**src/ex_config.svh**
```systemverilog
`ifndef EX_CONFIG_SVH
`define EX_CONFIG_SVH

////////////////////
// Datapath
////////////////////

`define EX_XLEN 32

////////////////////
// Register file
////////////////////

// Architectural registers, x0 included
`define EX_NREGS 32
`define EX_RIDX_W 5

`endif

```
**src/ex_pkg.sv**
```systemverilog
package ex_pkg;

    // Integer ALU operations
    typedef enum logic [3:0] {
        ADD,
        SUB,
        AND,
        OR,
        XOR,
        SLT,
        SLTU,
        SLL,
        SRL,
        SRA
    } alu_op_e;

    // Instruction class as seen by the issue stage
    typedef enum logic {
        OP_ALU,
        OP_MUL
    } op_type_e;

    // FU_ALU means the stage already holds its data
    typedef enum logic {
        FU_ALU,
        FU_MUL
    } func_unit_e;

endpackage

```
**src/alu.sv**
```systemverilog
`timescale 1ns/100ps
`include "ex_config.svh"

module alu (
    input  ex_pkg::alu_op_e     i_op,
    input  logic [`EX_XLEN-1:0] i_a,
    input  logic [`EX_XLEN-1:0] i_b,
    output logic [`EX_XLEN-1:0] o_result
);

    logic [4:0] shamt;
    logic       lt_signed;
    logic       lt_unsigned;

    assign shamt = i_b[4:0];
    assign lt_signed = $signed(i_a) < $signed(i_b);
    assign lt_unsigned = i_a < i_b;

    always_comb begin
        unique case (i_op)
            ex_pkg::ADD: o_result = i_a + i_b;
            ex_pkg::SUB: o_result = i_a - i_b;
            ex_pkg::AND: o_result = i_a & i_b;
            ex_pkg::OR:  o_result = i_a | i_b;
            ex_pkg::XOR: o_result = i_a ^ i_b;
            // Comparisons return 0 or 1
            ex_pkg::SLT: o_result = {{(`EX_XLEN-1){1'b0}}, lt_signed};
            ex_pkg::SLTU: o_result = {{(`EX_XLEN-1){1'b0}}, lt_unsigned};
            ex_pkg::SLL: o_result = i_a << shamt;
            ex_pkg::SRL: o_result = i_a >> shamt;
            // Arithmetic shift keeps the sign bit
            ex_pkg::SRA: o_result = $unsigned($signed(i_a) >>> shamt);
            default: o_result = '0;
        endcase
    end

endmodule

```
**src/mul_unit.sv**
```systemverilog
`timescale 1ns/100ps
`include "ex_config.svh"

module mul_unit (
    input  logic                clk_i,
    input  logic                rst_ni,
    input  logic                i_start,
    input  logic [`EX_XLEN-1:0] i_a,
    input  logic [`EX_XLEN-1:0] i_b,
    output logic                o_ready,
    output logic                o_valid,
    output logic [`EX_XLEN-1:0] o_product
);

    logic                busy_q;
    logic                valid_q;
    logic [`EX_XLEN-1:0] mcand_q;
    logic [`EX_XLEN-1:0] mplier_q;
    logic [`EX_XLEN-1:0] acc_q;
    logic [`EX_XLEN-1:0] acc_next;
    logic                last_step;

    // Add the shifted multiplicand when the current multiplier bit is set
    assign acc_next = mplier_q[0] ? acc_q + mcand_q : acc_q;

    // No set bits remain above the current one
    assign last_step = mplier_q[`EX_XLEN-1:1] == '0;

    ////////////////////
    // Control
    ////////////////////

    always_ff @(posedge clk_i or negedge rst_ni) begin
        if (!rst_ni) begin
            busy_q <= 1'b0;
            valid_q <= 1'b0;
        end else if (i_start) begin
            busy_q <= 1'b1;
            valid_q <= 1'b0;
        end else if (busy_q && last_step) begin
            busy_q <= 1'b0;
            valid_q <= 1'b1;
        end
    end

    ////////////////////
    // Datapath
    ////////////////////

    always_ff @(posedge clk_i) begin
        if (i_start) begin
            mcand_q <= i_a;
            mplier_q <= i_b;
            acc_q <= '0;
        end else if (busy_q) begin
            acc_q <= acc_next;
            mcand_q <= mcand_q << 1;
            mplier_q <= mplier_q >> 1;
        end
    end

    assign o_ready = !busy_q;
    assign o_valid = valid_q;
    // Only the low word is kept
    assign o_product = acc_q;

endmodule

```
**src/reg_file.sv**
```systemverilog
`timescale 1ns/100ps
`include "ex_config.svh"

module reg_file (
    input  logic                  clk_i,
    input  logic                  rst_ni,
    input  logic [`EX_RIDX_W-1:0] i_ra_sel,
    input  logic [`EX_RIDX_W-1:0] i_rb_sel,
    output logic [`EX_XLEN-1:0]   o_ra_data,
    output logic [`EX_XLEN-1:0]   o_rb_data,
    input  logic                  i_w_en,
    input  logic [`EX_RIDX_W-1:0] i_w_sel,
    input  logic [`EX_XLEN-1:0]   i_w_data
);

    logic [`EX_XLEN-1:0] regs_q [`EX_NREGS];

    always_ff @(posedge clk_i or negedge rst_ni) begin
        if (!rst_ni) begin
            for (int i = 0; i < `EX_NREGS; i++) begin
                regs_q[i] <= '0;
            end
        end else if (i_w_en && i_w_sel != '0) begin
            regs_q[i_w_sel] <= i_w_data;
        end
    end

    // x0 is hardwired to zero
    assign o_ra_data = (i_ra_sel == '0) ? '0 : regs_q[i_ra_sel];
    assign o_rb_data = (i_rb_sel == '0) ? '0 : regs_q[i_rb_sel];

endmodule

```
**src/issue_stage.sv**
```systemverilog
`timescale 1ns/100ps
`include "ex_config.svh"

module issue_stage (
    input  logic                   clk_i,
    input  logic                   rst_ni,
    // Upstream
    input  logic                   i_valid,
    output logic                   o_ready,
    input  ex_pkg::op_type_e       i_op_type,
    input  ex_pkg::alu_op_e        i_alu_op,
    input  logic [`EX_RIDX_W-1:0]  i_rd,
    input  logic [`EX_RIDX_W-1:0]  i_rs1,
    input  logic [`EX_RIDX_W-1:0]  i_rs2,
    input  logic                   i_use_imm,
    input  logic [`EX_XLEN-1:0]    i_imm,
    // Register file
    output logic [`EX_RIDX_W-1:0]  o_ra_sel,
    output logic [`EX_RIDX_W-1:0]  o_rb_sel,
    input  logic [`EX_XLEN-1:0]    i_ra_data,
    input  logic [`EX_XLEN-1:0]    i_rb_data,
    // Bypass
    input  logic                   i_ex1_pending,
    input  logic [`EX_RIDX_W-1:0]  i_ex1_rd,
    input  logic                   i_ex1_data_valid,
    input  logic [`EX_XLEN-1:0]    i_ex1_data,
    input  logic                   i_ex2_pending,
    input  logic [`EX_RIDX_W-1:0]  i_ex2_rd,
    input  logic                   i_ex2_data_valid,
    input  logic [`EX_XLEN-1:0]    i_ex2_data,
    // Multiplier
    input  logic                   i_mul_ready,
    output logic                   o_mul_start,
    output logic [`EX_XLEN-1:0]    o_mul_a,
    output logic [`EX_XLEN-1:0]    o_mul_b,
    // Result stages
    input  logic                   i_ex1_ready,
    output logic                   o_issue,
    output ex_pkg::func_unit_e     o_issue_unit,
    output logic [`EX_RIDX_W-1:0]  o_issue_rd,
    output logic [`EX_XLEN-1:0]    o_issue_data
);

    logic                  hold_valid_q;
    ex_pkg::op_type_e      hold_op_type_q;
    ex_pkg::alu_op_e       hold_alu_op_q;
    logic [`EX_RIDX_W-1:0] hold_rd_q;
    logic [`EX_RIDX_W-1:0] hold_rs1_q;
    logic [`EX_RIDX_W-1:0] hold_rs2_q;
    logic                  hold_use_imm_q;
    logic [`EX_XLEN-1:0]   hold_imm_q;

    logic                  rs1_ex1, rs1_ex2, rs2_ex1, rs2_ex2;
    logic                  rs1_stall, rs2_stall;
    logic                  is_mul;
    logic [`EX_XLEN-1:0]   rs1_val, rs2_val, op_b;

    ////////////////////
    // Holding register
    ////////////////////

    always_ff @(posedge clk_i or negedge rst_ni) begin
        if (!rst_ni) begin
            hold_valid_q <= 1'b0;
        end else if (i_valid && o_ready) begin
            hold_valid_q <= 1'b1;
        end else if (o_issue) begin
            hold_valid_q <= 1'b0;
        end
    end

    always_ff @(posedge clk_i) begin
        if (i_valid && o_ready) begin
            hold_op_type_q <= i_op_type;
            hold_alu_op_q <= i_alu_op;
            hold_rd_q <= i_rd;
            hold_rs1_q <= i_rs1;
            hold_rs2_q <= i_rs2;
            hold_use_imm_q <= i_use_imm;
            hold_imm_q <= i_imm;
        end
    end

    assign o_ra_sel = hold_rs1_q;
    assign o_rb_sel = hold_rs2_q;

    ////////////////////
    // Bypass and hazards
    ////////////////////

    // EX1 holds the younger result and wins over EX2
    assign rs1_ex1 = i_ex1_pending && hold_rs1_q != '0 && i_ex1_rd == hold_rs1_q;
    assign rs1_ex2 = i_ex2_pending && hold_rs1_q != '0 && i_ex2_rd == hold_rs1_q;
    assign rs2_ex1 = i_ex1_pending && hold_rs2_q != '0 && i_ex1_rd == hold_rs2_q;
    assign rs2_ex2 = i_ex2_pending && hold_rs2_q != '0 && i_ex2_rd == hold_rs2_q;

    assign rs1_val = rs1_ex1 ? i_ex1_data : (rs1_ex2 ? i_ex2_data : i_ra_data);
    assign rs2_val = rs2_ex1 ? i_ex1_data : (rs2_ex2 ? i_ex2_data : i_rb_data);
    assign rs1_stall = rs1_ex1 ? !i_ex1_data_valid : (rs1_ex2 && !i_ex2_data_valid);
    // rs2 is not read at all with an immediate operand
    assign rs2_stall = !hold_use_imm_q &&
                       (rs2_ex1 ? !i_ex1_data_valid : (rs2_ex2 && !i_ex2_data_valid));

    assign is_mul = hold_op_type_q == ex_pkg::OP_MUL;
    assign o_issue = hold_valid_q && !rs1_stall && !rs2_stall && i_ex1_ready &&
                     !(is_mul && !i_mul_ready);
    assign o_ready = !hold_valid_q || o_issue;

    ////////////////////
    // Execute and issue
    ////////////////////

    assign op_b = hold_use_imm_q ? hold_imm_q : rs2_val;

    alu u_alu (
        .i_op     (hold_alu_op_q),
        .i_a      (rs1_val),
        .i_b      (op_b),
        .o_result (o_issue_data)
    );

    assign o_mul_start = o_issue && is_mul;
    assign o_mul_a = rs1_val;
    assign o_mul_b = op_b;
    assign o_issue_unit = is_mul ? ex_pkg::FU_MUL : ex_pkg::FU_ALU;
    assign o_issue_rd = hold_rd_q;

endmodule

```
**src/result_stages.sv**
```systemverilog
`timescale 1ns/100ps
`include "ex_config.svh"

module result_stages (
    input  logic                  clk_i,
    input  logic                  rst_ni,
    // Issue
    input  logic                  i_issue,
    input  ex_pkg::func_unit_e    i_issue_unit,
    input  logic [`EX_RIDX_W-1:0] i_issue_rd,
    input  logic [`EX_XLEN-1:0]   i_issue_data,
    // Multiplier
    input  logic                  i_mul_valid,
    input  logic [`EX_XLEN-1:0]   i_mul_product,
    // Bypass
    output logic                  o_ex1_pending,
    output logic [`EX_RIDX_W-1:0] o_ex1_rd,
    output logic                  o_ex1_data_valid,
    output logic [`EX_XLEN-1:0]   o_ex1_data,
    output logic                  o_ex2_pending,
    output logic [`EX_RIDX_W-1:0] o_ex2_rd,
    output logic                  o_ex2_data_valid,
    output logic [`EX_XLEN-1:0]   o_ex2_data,
    output logic                  o_ex1_ready,
    // Write-back
    output logic                  o_wb_valid,
    output logic [`EX_RIDX_W-1:0] o_wb_rd,
    output logic [`EX_XLEN-1:0]   o_wb_data
);

    logic                  ex1_pending_q, ex2_pending_q;
    ex_pkg::func_unit_e    ex1_unit_q, ex2_unit_q;
    logic [`EX_RIDX_W-1:0] ex1_rd_q, ex2_rd_q;
    logic [`EX_XLEN-1:0]   ex1_data_q, ex2_data_q;
    logic                  ex2_ready;
    logic                  ex1_advance;

    ////////////////////
    // Result select
    ////////////////////

    // A MUL in both stages means the product belongs to EX2
    assign o_ex1_data_valid = (ex1_unit_q == ex_pkg::FU_ALU) ||
                              (i_mul_valid && ex2_unit_q != ex_pkg::FU_MUL);
    assign o_ex1_data = (ex1_unit_q == ex_pkg::FU_ALU) ? ex1_data_q : i_mul_product;

    assign o_ex2_data_valid = (ex2_unit_q == ex_pkg::FU_ALU) || i_mul_valid;
    assign o_ex2_data = (ex2_unit_q == ex_pkg::FU_ALU) ? ex2_data_q : i_mul_product;

    assign ex2_ready = !ex2_pending_q || o_ex2_data_valid;
    assign ex1_advance = ex1_pending_q && ex2_ready;
    assign o_ex1_ready = ex2_ready || !ex1_pending_q;

    ////////////////////
    // Stage control
    ////////////////////

    always_ff @(posedge clk_i or negedge rst_ni) begin
        if (!rst_ni) begin
            ex1_pending_q <= 1'b0;
            ex1_unit_q <= ex_pkg::FU_ALU;
            ex2_pending_q <= 1'b0;
            ex2_unit_q <= ex_pkg::FU_ALU;
        end else begin
            // Once the result is in, EX1 stops waiting on its unit
            if (o_ex1_data_valid || ex2_ready) begin
                ex1_unit_q <= ex_pkg::FU_ALU;
            end
            if (ex2_ready) begin
                ex1_pending_q <= 1'b0;
            end
            if (i_issue) begin
                ex1_pending_q <= 1'b1;
                ex1_unit_q <= i_issue_unit;
            end

            // EX2 empties on retire and refills from EX1
            if (o_ex2_data_valid) begin
                ex2_pending_q <= 1'b0;
                ex2_unit_q <= ex_pkg::FU_ALU;
            end
            if (ex1_advance) begin
                ex2_pending_q <= 1'b1;
                ex2_unit_q <= o_ex1_data_valid ? ex_pkg::FU_ALU : ex1_unit_q;
            end
        end
    end

    always_ff @(posedge clk_i) begin
        if (o_ex1_data_valid) begin
            ex1_data_q <= o_ex1_data;
        end
        if (i_issue) begin
            ex1_rd_q <= i_issue_rd;
            ex1_data_q <= i_issue_data;
        end
        if (ex1_advance) begin
            ex2_rd_q <= ex1_rd_q;
            ex2_data_q <= o_ex1_data;
        end
    end

    assign o_ex1_pending = ex1_pending_q;
    assign o_ex1_rd = ex1_rd_q;
    assign o_ex2_pending = ex2_pending_q;
    assign o_ex2_rd = ex2_rd_q;

    // Retire from EX2 in program order
    assign o_wb_valid = ex2_pending_q && o_ex2_data_valid;
    assign o_wb_rd = ex2_rd_q;
    assign o_wb_data = o_ex2_data;

endmodule

```
**src/ex_core.sv**
```systemverilog
`timescale 1ns/100ps
`include "ex_config.svh"

module ex_core (
    input  logic                  clk_i,
    input  logic                  rst_ni,
    // Decoded instruction in
    input  logic                  i_valid,
    output logic                  o_ready,
    input  ex_pkg::op_type_e      i_op_type,
    input  ex_pkg::alu_op_e       i_alu_op,
    input  logic [`EX_RIDX_W-1:0] i_rd,
    input  logic [`EX_RIDX_W-1:0] i_rs1,
    input  logic [`EX_RIDX_W-1:0] i_rs2,
    input  logic                  i_use_imm,
    input  logic [`EX_XLEN-1:0]   i_imm,
    // Retired instruction out
    output logic                  o_wb_valid,
    output logic [`EX_RIDX_W-1:0] o_wb_rd,
    output logic [`EX_XLEN-1:0]   o_wb_data
);

    logic [`EX_RIDX_W-1:0] ra_sel, rb_sel;
    logic [`EX_XLEN-1:0]   ra_data, rb_data;

    logic                  ex1_pending, ex1_data_valid, ex2_pending, ex2_data_valid;
    logic [`EX_RIDX_W-1:0] ex1_rd, ex2_rd;
    logic [`EX_XLEN-1:0]   ex1_data, ex2_data;
    logic                  ex1_ready;

    logic                  issue;
    ex_pkg::func_unit_e    issue_unit;
    logic [`EX_RIDX_W-1:0] issue_rd;
    logic [`EX_XLEN-1:0]   issue_data;

    logic                  mul_start, mul_ready, mul_valid;
    logic [`EX_XLEN-1:0]   mul_a, mul_b, mul_product;

    ////////////////////
    // Issue
    ////////////////////

    issue_stage u_issue (
        .clk_i            (clk_i),
        .rst_ni           (rst_ni),
        .i_valid          (i_valid),
        .o_ready          (o_ready),
        .i_op_type        (i_op_type),
        .i_alu_op         (i_alu_op),
        .i_rd             (i_rd),
        .i_rs1            (i_rs1),
        .i_rs2            (i_rs2),
        .i_use_imm        (i_use_imm),
        .i_imm            (i_imm),
        .o_ra_sel         (ra_sel),
        .o_rb_sel         (rb_sel),
        .i_ra_data        (ra_data),
        .i_rb_data        (rb_data),
        .i_ex1_pending    (ex1_pending),
        .i_ex1_rd         (ex1_rd),
        .i_ex1_data_valid (ex1_data_valid),
        .i_ex1_data       (ex1_data),
        .i_ex2_pending    (ex2_pending),
        .i_ex2_rd         (ex2_rd),
        .i_ex2_data_valid (ex2_data_valid),
        .i_ex2_data       (ex2_data),
        .i_mul_ready      (mul_ready),
        .o_mul_start      (mul_start),
        .o_mul_a          (mul_a),
        .o_mul_b          (mul_b),
        .i_ex1_ready      (ex1_ready),
        .o_issue          (issue),
        .o_issue_unit     (issue_unit),
        .o_issue_rd       (issue_rd),
        .o_issue_data     (issue_data)
    );

    ////////////////////
    // EX1, EX2 and MUL
    ////////////////////

    result_stages u_result (
        .clk_i            (clk_i),
        .rst_ni           (rst_ni),
        .i_issue          (issue),
        .i_issue_unit     (issue_unit),
        .i_issue_rd       (issue_rd),
        .i_issue_data     (issue_data),
        .i_mul_valid      (mul_valid),
        .i_mul_product    (mul_product),
        .o_ex1_pending    (ex1_pending),
        .o_ex1_rd         (ex1_rd),
        .o_ex1_data_valid (ex1_data_valid),
        .o_ex1_data       (ex1_data),
        .o_ex2_pending    (ex2_pending),
        .o_ex2_rd         (ex2_rd),
        .o_ex2_data_valid (ex2_data_valid),
        .o_ex2_data       (ex2_data),
        .o_ex1_ready      (ex1_ready),
        .o_wb_valid       (o_wb_valid),
        .o_wb_rd          (o_wb_rd),
        .o_wb_data        (o_wb_data)
    );

    mul_unit u_mul (
        .clk_i     (clk_i),
        .rst_ni    (rst_ni),
        .i_start   (mul_start),
        .i_a       (mul_a),
        .i_b       (mul_b),
        .o_ready   (mul_ready),
        .o_valid   (mul_valid),
        .o_product (mul_product)
    );

    // Write port is fed straight from the retiring EX2 entry
    reg_file u_rf (
        .clk_i     (clk_i),
        .rst_ni    (rst_ni),
        .i_ra_sel  (ra_sel),
        .i_rb_sel  (rb_sel),
        .o_ra_data (ra_data),
        .o_rb_data (rb_data),
        .i_w_en    (o_wb_valid),
        .i_w_sel   (o_wb_rd),
        .i_w_data  (o_wb_data)
    );

endmodule

```
**config.mk**
```make
export PLATFORM = sky130hd
export DESIGN_NAME = ex_core
export DESIGN_NICKNAME = d
export VERILOG_FILES = /design/src/ex_pkg.sv /design/src/alu.sv /design/src/mul_unit.sv /design/src/reg_file.sv /design/src/issue_stage.sv /design/src/result_stages.sv /design/src/ex_core.sv
export VERILOG_INCLUDE_DIRS = /design/src /design/src/src
export SDC_FILE = /design/constraint.sdc
export NUM_CORES = 2
export LEC_CHECK = 0
export ABC_AREA = 1
export BUFFER_PORTS_ARGS = -buffer_cell sky130_fd_sc_hd__buf_2
export CAP_MARGIN = 20
export CORE_MARGIN = 2
export CORE_UTILIZATION = 45
export CTS_BUF_LIST = sky130_fd_sc_hd__clkbuf_8
export DETAILED_ROUTE_END_ITERATION = 16
export PLACE_DENSITY = 0.68
export RECOVER_POWER = 50
export SLEW_MARGIN = 20
export SYNTH_ARGS = -nofsm -noshare
export SYNTH_HDL_FRONTEND = slang
export SYNTH_SLANG_ARGS = --single-unit
```
**constraint.sdc**
```tcl
create_clock -name clk_i -period 13.73 [get_ports clk_i]
set_input_delay 2.746 -clock clk_i [delete_from_list [all_inputs] [get_ports clk_i]]
set_output_delay 2.746 -clock clk_i [all_outputs]
set_load 0.01 [all_outputs]
```
* Word level (Yosys, flattened, before mapping)
Index checks and enable logic that the tools add are counted.
** Word-level totals
- Logic and storage cells :: 182
- Output and inout bits :: 39
- Input port bits :: 56
- Register bits :: 1254
** Cells by class
- Add/subtract/negate cells :: 3
- Shifts and indexed selects :: 3
- Muxes and demuxes :: 42
- Equal/unequal tests :: 13
- Magnitude comparators :: 6
- Bitwise gates (word level) :: 8
- Reductions and logical operators :: 54
** Operator list (count)
- 1024-bit bitwise mux :: 1
- 32-bit two-way mux :: 20
- 32-bit binary-select mux with 5-bit select :: 2
- 32-bit case mux with 10 select lines :: 1
- 32-bit demux with 5-bit select :: 1
- 32-bit adder :: 2
- 32-bit less-than comparator :: 2
- 32-bit bitwise AND :: 1
- 32-bit bitwise OR :: 1
- 32-bit by 5-bit left shift with 32-bit output :: 1
- 32-bit by 5-bit right shift with 32-bit output :: 1
- 32-bit by 5-bit >>> shifter with 32-bit output :: 1
- 32-bit subtractor :: 1
- 32-bit XOR :: 1
- 31-bit zero test :: 1
- 1-bit logical AND :: 24
- 5-bit equality test :: 4
- 6-bit greater-or-equal comparator (second input constant) :: 3
- 5-bit NOT with 6-bit output :: 3
- 1-bit two-way mux :: 17
- 4-bit by 3-bit equality test with 1-bit output (second input constant) :: 4
- 5-bit nonzero test :: 3
- 2-bit nonzero test :: 7
- 5-bit zero test :: 2
- other kinds (9) :: 25

* Depth between registers and ports, before layout
- Word-level depth :: 13
- Gate-level depth with buffers :: 39
- Gate-level depth less buffers :: 33

* By module
Synthesis repeated with hierarchy kept, for this count alone.
** Unflattened totals
- Cell total of the unflattened synthesis :: 12273
- Area total of the unflattened synthesis :: 81191.6 sq um
** By module, submodules not included
- reg_file :: cells an instance 8327, times used 1, area each 56975.9 sq um
- alu :: cells an instance 2091, times used 1, area each 10234.8 sq um
- mul_unit :: cells an instance 953, times used 1, area each 6473.7 sq um
- result_stages :: cells an instance 414, times used 1, area each 3921.3 sq um
- issue_stage :: cells an instance 488, times used 1, area each 3585.9 sq um

* Worst setup path after synthesis
OpenSTA, ideal clock, no wires.
- Path kind :: in2reg
- From :: in i_valid
- To :: reg u_issue.hold_alu_op_q[0] (enable)
- Buffers on the path :: 0
- Setup time :: 0.481 ns
- Cell stages on the path :: 2
- Required time :: 13.249 ns
- Setup slack :: 7.880 ns
- Data arrival time :: 5.369 ns
- Cells stage by stage :: inv_1 a21oi_1
** Between the ends
- Word-level cells in the longest chain between the ends :: 1
** RTL lines
- start: declaration :: line ex_core.sv:8 : input logic i_valid,
- 1-bit logical AND :: line issue_stage.sv:73 : if (i_valid && o_ready) begin
- end signal: assignment :: line issue_stage.sv:75 : hold_alu_op_q <= i_alu_op;
- end: declaration :: line issue_stage.sv:46 : ex_pkg::alu_op_e hold_alu_op_q;
No other way between the ends.
A chain may end at the register's enable or synchronous reset.

==> run metrics <==
total CTS buffers=217; post-synthesis register bit count=1254; Core Region=0.171 sq mm; CP Capture Type=async pin; violated checks=max-capacitance violations, max-slew violations; Worst slew margin=-265%; initial DRC count=12028; worst hold margin=398 ps; Slew Viols, Final=2079; grt total ovfl=0; CTS Root Cell=clkbuf_8; aggregate global-route resource usage=38.2%; outcome=finished with violations; Port Buffers=94; CP dominant cell by count=clkbuf_1; worst hold path type=register to register; static leakage=37.6 nW; # nets final=10613; worst reg2reg path depth=29; Ys Warns=0; Max Used Layer=met5; Routed WL=343 mm; Net Count, Synth=11028; number of max-cap violations=35; post-synthesis async set-or-reset flop share=82.2%; DP HPWL=212 mm; most common cell in the netlist=nand2_1; Hold Vio Cnt, Final=0; DR vias/cell=6.14; antenna-violating nets left=0; DRT Pass-1 Iters=9; residual DRC count=0; routed wire length on met2=145 mm; CP Max Fanout=92; Final Util=48.6%; PwrDens=215 mW/mm^2; Post-synth top cells=2453 x nand2_1, 2098 x o21ai_0, 1196 x nand3_1; largest net degree at the start of global routing=224; chip width=419 microns; Power, Total=18.0 mW; VDD IR max=0.000169 V; Cell Chain, Critical Path=clkbuf_1, clkbuf_1, buf_4; Netlist cell types=61; Post-Syn Area per Cell=7.16 sq um; setup bufs post-CTS=0; TritonCTS clock tree=built; Clock Skew=88.3 ps; I/O pin count=95; met3 routed WL=37.1 mm; Mapped Cells=10839; WL/cell=26.5 microns; # clock sinks=1254; top_reg_cell synth=dfrtp_1; Non-Filler Instances=12940; Synth top area share=33.3%; post-CTS resize count=0; RSZ-0062 raised after global routing=false; Clock Latency Late Sink=1040 ps; antenna violations before repair=17; Post-Place Cells=12511; WP data arrival=10170 ps; worst-margin pin slew=5470 ps; row count=152; Post-synth EDFFs=191; gp weighted congestion=1.03; layout cells sized above 1=7.06%; final setup fails=0; Via Count=79509; Synth area leader=dfrtp_1; critical path class=input pin to async pin; Crit path largest cell delay=3740 ps; first-pass GRT wire length=500 mm; final period utilization=67.1%; Total Negative Setup Slacks=0 ps; Clock Path Buffers=3; clock slew at reported path FFs=60 ps; hold_buf cts=0; critical path data required time=14690 ps; Synth Cell Area=0.0776 sq mm; CP Launch Type=input pin; WL met1=133 mm; worst hold stages=0; htree depth=4; f_max=109 MHz; Layout area overhead=7.48%; die area=0.176 sq mm; initial core utilization=45.3%; vias in the first global route=74054; Critical-path top delay cell=clkbuf_1; Tmin final=9210 ps; DIE HEIGHT=419 microns; ranking of synthesized cells by area=dfrtp_1 33%, o21ai_0 14%, nand2_1 12%; sequential-to-total area share from yosys stat=41.5%
==> layer usage <==
metal	vias up	track usage, %
li1	35610	-
met1	37642	50.0
met2	5092	56.3
met3	1153	8.15
met4	12	26.8
met5	-	0
==> metrics by stage <==
stage	area [sq um]	worst slack [ps]
after detailed placement	78800	6070
after floorplan	77600	7880
final	83400	4520
after global placement	78800	6120
after global routing	83300	3310
after CTS	83500	5790
==> final timing paths <==
| path | slack (ps) | end | from |
|---|---|---|---|
| worst max-delay path | 4520 | u_rf.regs_q[230]$_DFFE_PN0P_ | rst_ni |
| worst min-delay path | 400 | u_rf.regs_q[1009]$_DFFE_PN0P_ | u_rf.regs_q[1009]$_DFFE_PN0P_ |
| worst max register to register | 5500 | u_result.ex1_data_q[19]$_DFFE_PP_ | u_issue.o_ra_sel[3]$_DFFE_PP_ |
| worst min register to register | 400 | u_rf.regs_q[1009]$_DFFE_PN0P_ | u_rf.regs_q[1009]$_DFFE_PN0P_ |
| max in group clk_i | 5500 | u_result.ex1_data_q[19]$_DFFE_PP_ | u_issue.o_ra_sel[3]$_DFFE_PP_ |
| min in group asynchronous | 3730 | u_rf.regs_q[780]$_DFFE_PN0P_ | rst_ni |
==> kinds of logic (layout without fill, tap and decap cells) <==
group / after synthesis / after routing / share of synthesized area [%]
DFF: 1254 / 1254 / 41.5
adders and majority gates: 133 / 133 / 2.17
xor gates and xnor gates: 41 / 41 / 0.463
other: 0 / 13 / 0
AOI/OAI and AO/OA: 3224 / 3224 / 22.4
and+or+nand+nor: 4412 / 4412 / 24.1
buffers and inverters: 1775 / 1553 / 9.45
==> state kept, by name (all words and copies together), names as in the netlist, 4 cells and up <==
signal	cells
u_mul.o_product	32
u_rf.regs_q	1024
u_result.ex1_data_q	32
u_mul.mplier_q	32
u_issue.o_issue_rd	5
u_issue.o_rb_sel	5
u_result.o_ex2_rd	5
u_issue.hold_alu_op_q	4
u_result.ex2_data_q	32
u_mul.mcand_q	32
u_result.o_ex1_rd	5
u_issue.hold_imm_q	32
u_issue.o_ra_sel	5
==> cells in the final DEF, fill, tap and decap left out, types with 88 or more instances in the layout <==
master and count:
inv_1 903, ha_1 130, clkbuf_8 289, nand3_1 1185, buf_4 138, o211ai_1 236
edfxtp_1 191, or2_2 88, a21oi_1 632, nand2_1 2437, o21ai_0 2096, nor2_1 524
dfrtp_1 1031
==> critical path: cells and delay by family <==
kind | cells | cell delay, ps
buffers and inverters | 3 | 7200
==> cell type report <==
class | count | area (sq um)
multi-input combinational | 7810 | 38400
timing repair buffer | 284 | 1960
sequential | 1254 | 32200
inverter | 857 | 3260
antenna | 13 | 32.5
fill | 17031 | 88000
clock inverter | 123 | 703
clock buffer | 289 | 3980
tap | 2310 | 2890
==> power breakdown <==
| part | switching [mW] | internal [mW] |
|---|---|---|
| clock network | 1.75 | 1.92 |
| registers | 1.08 | 5.31 |
| logic | 5.63 | 2.26 |
Note: power is estimated with default switching activity, not from simulation.
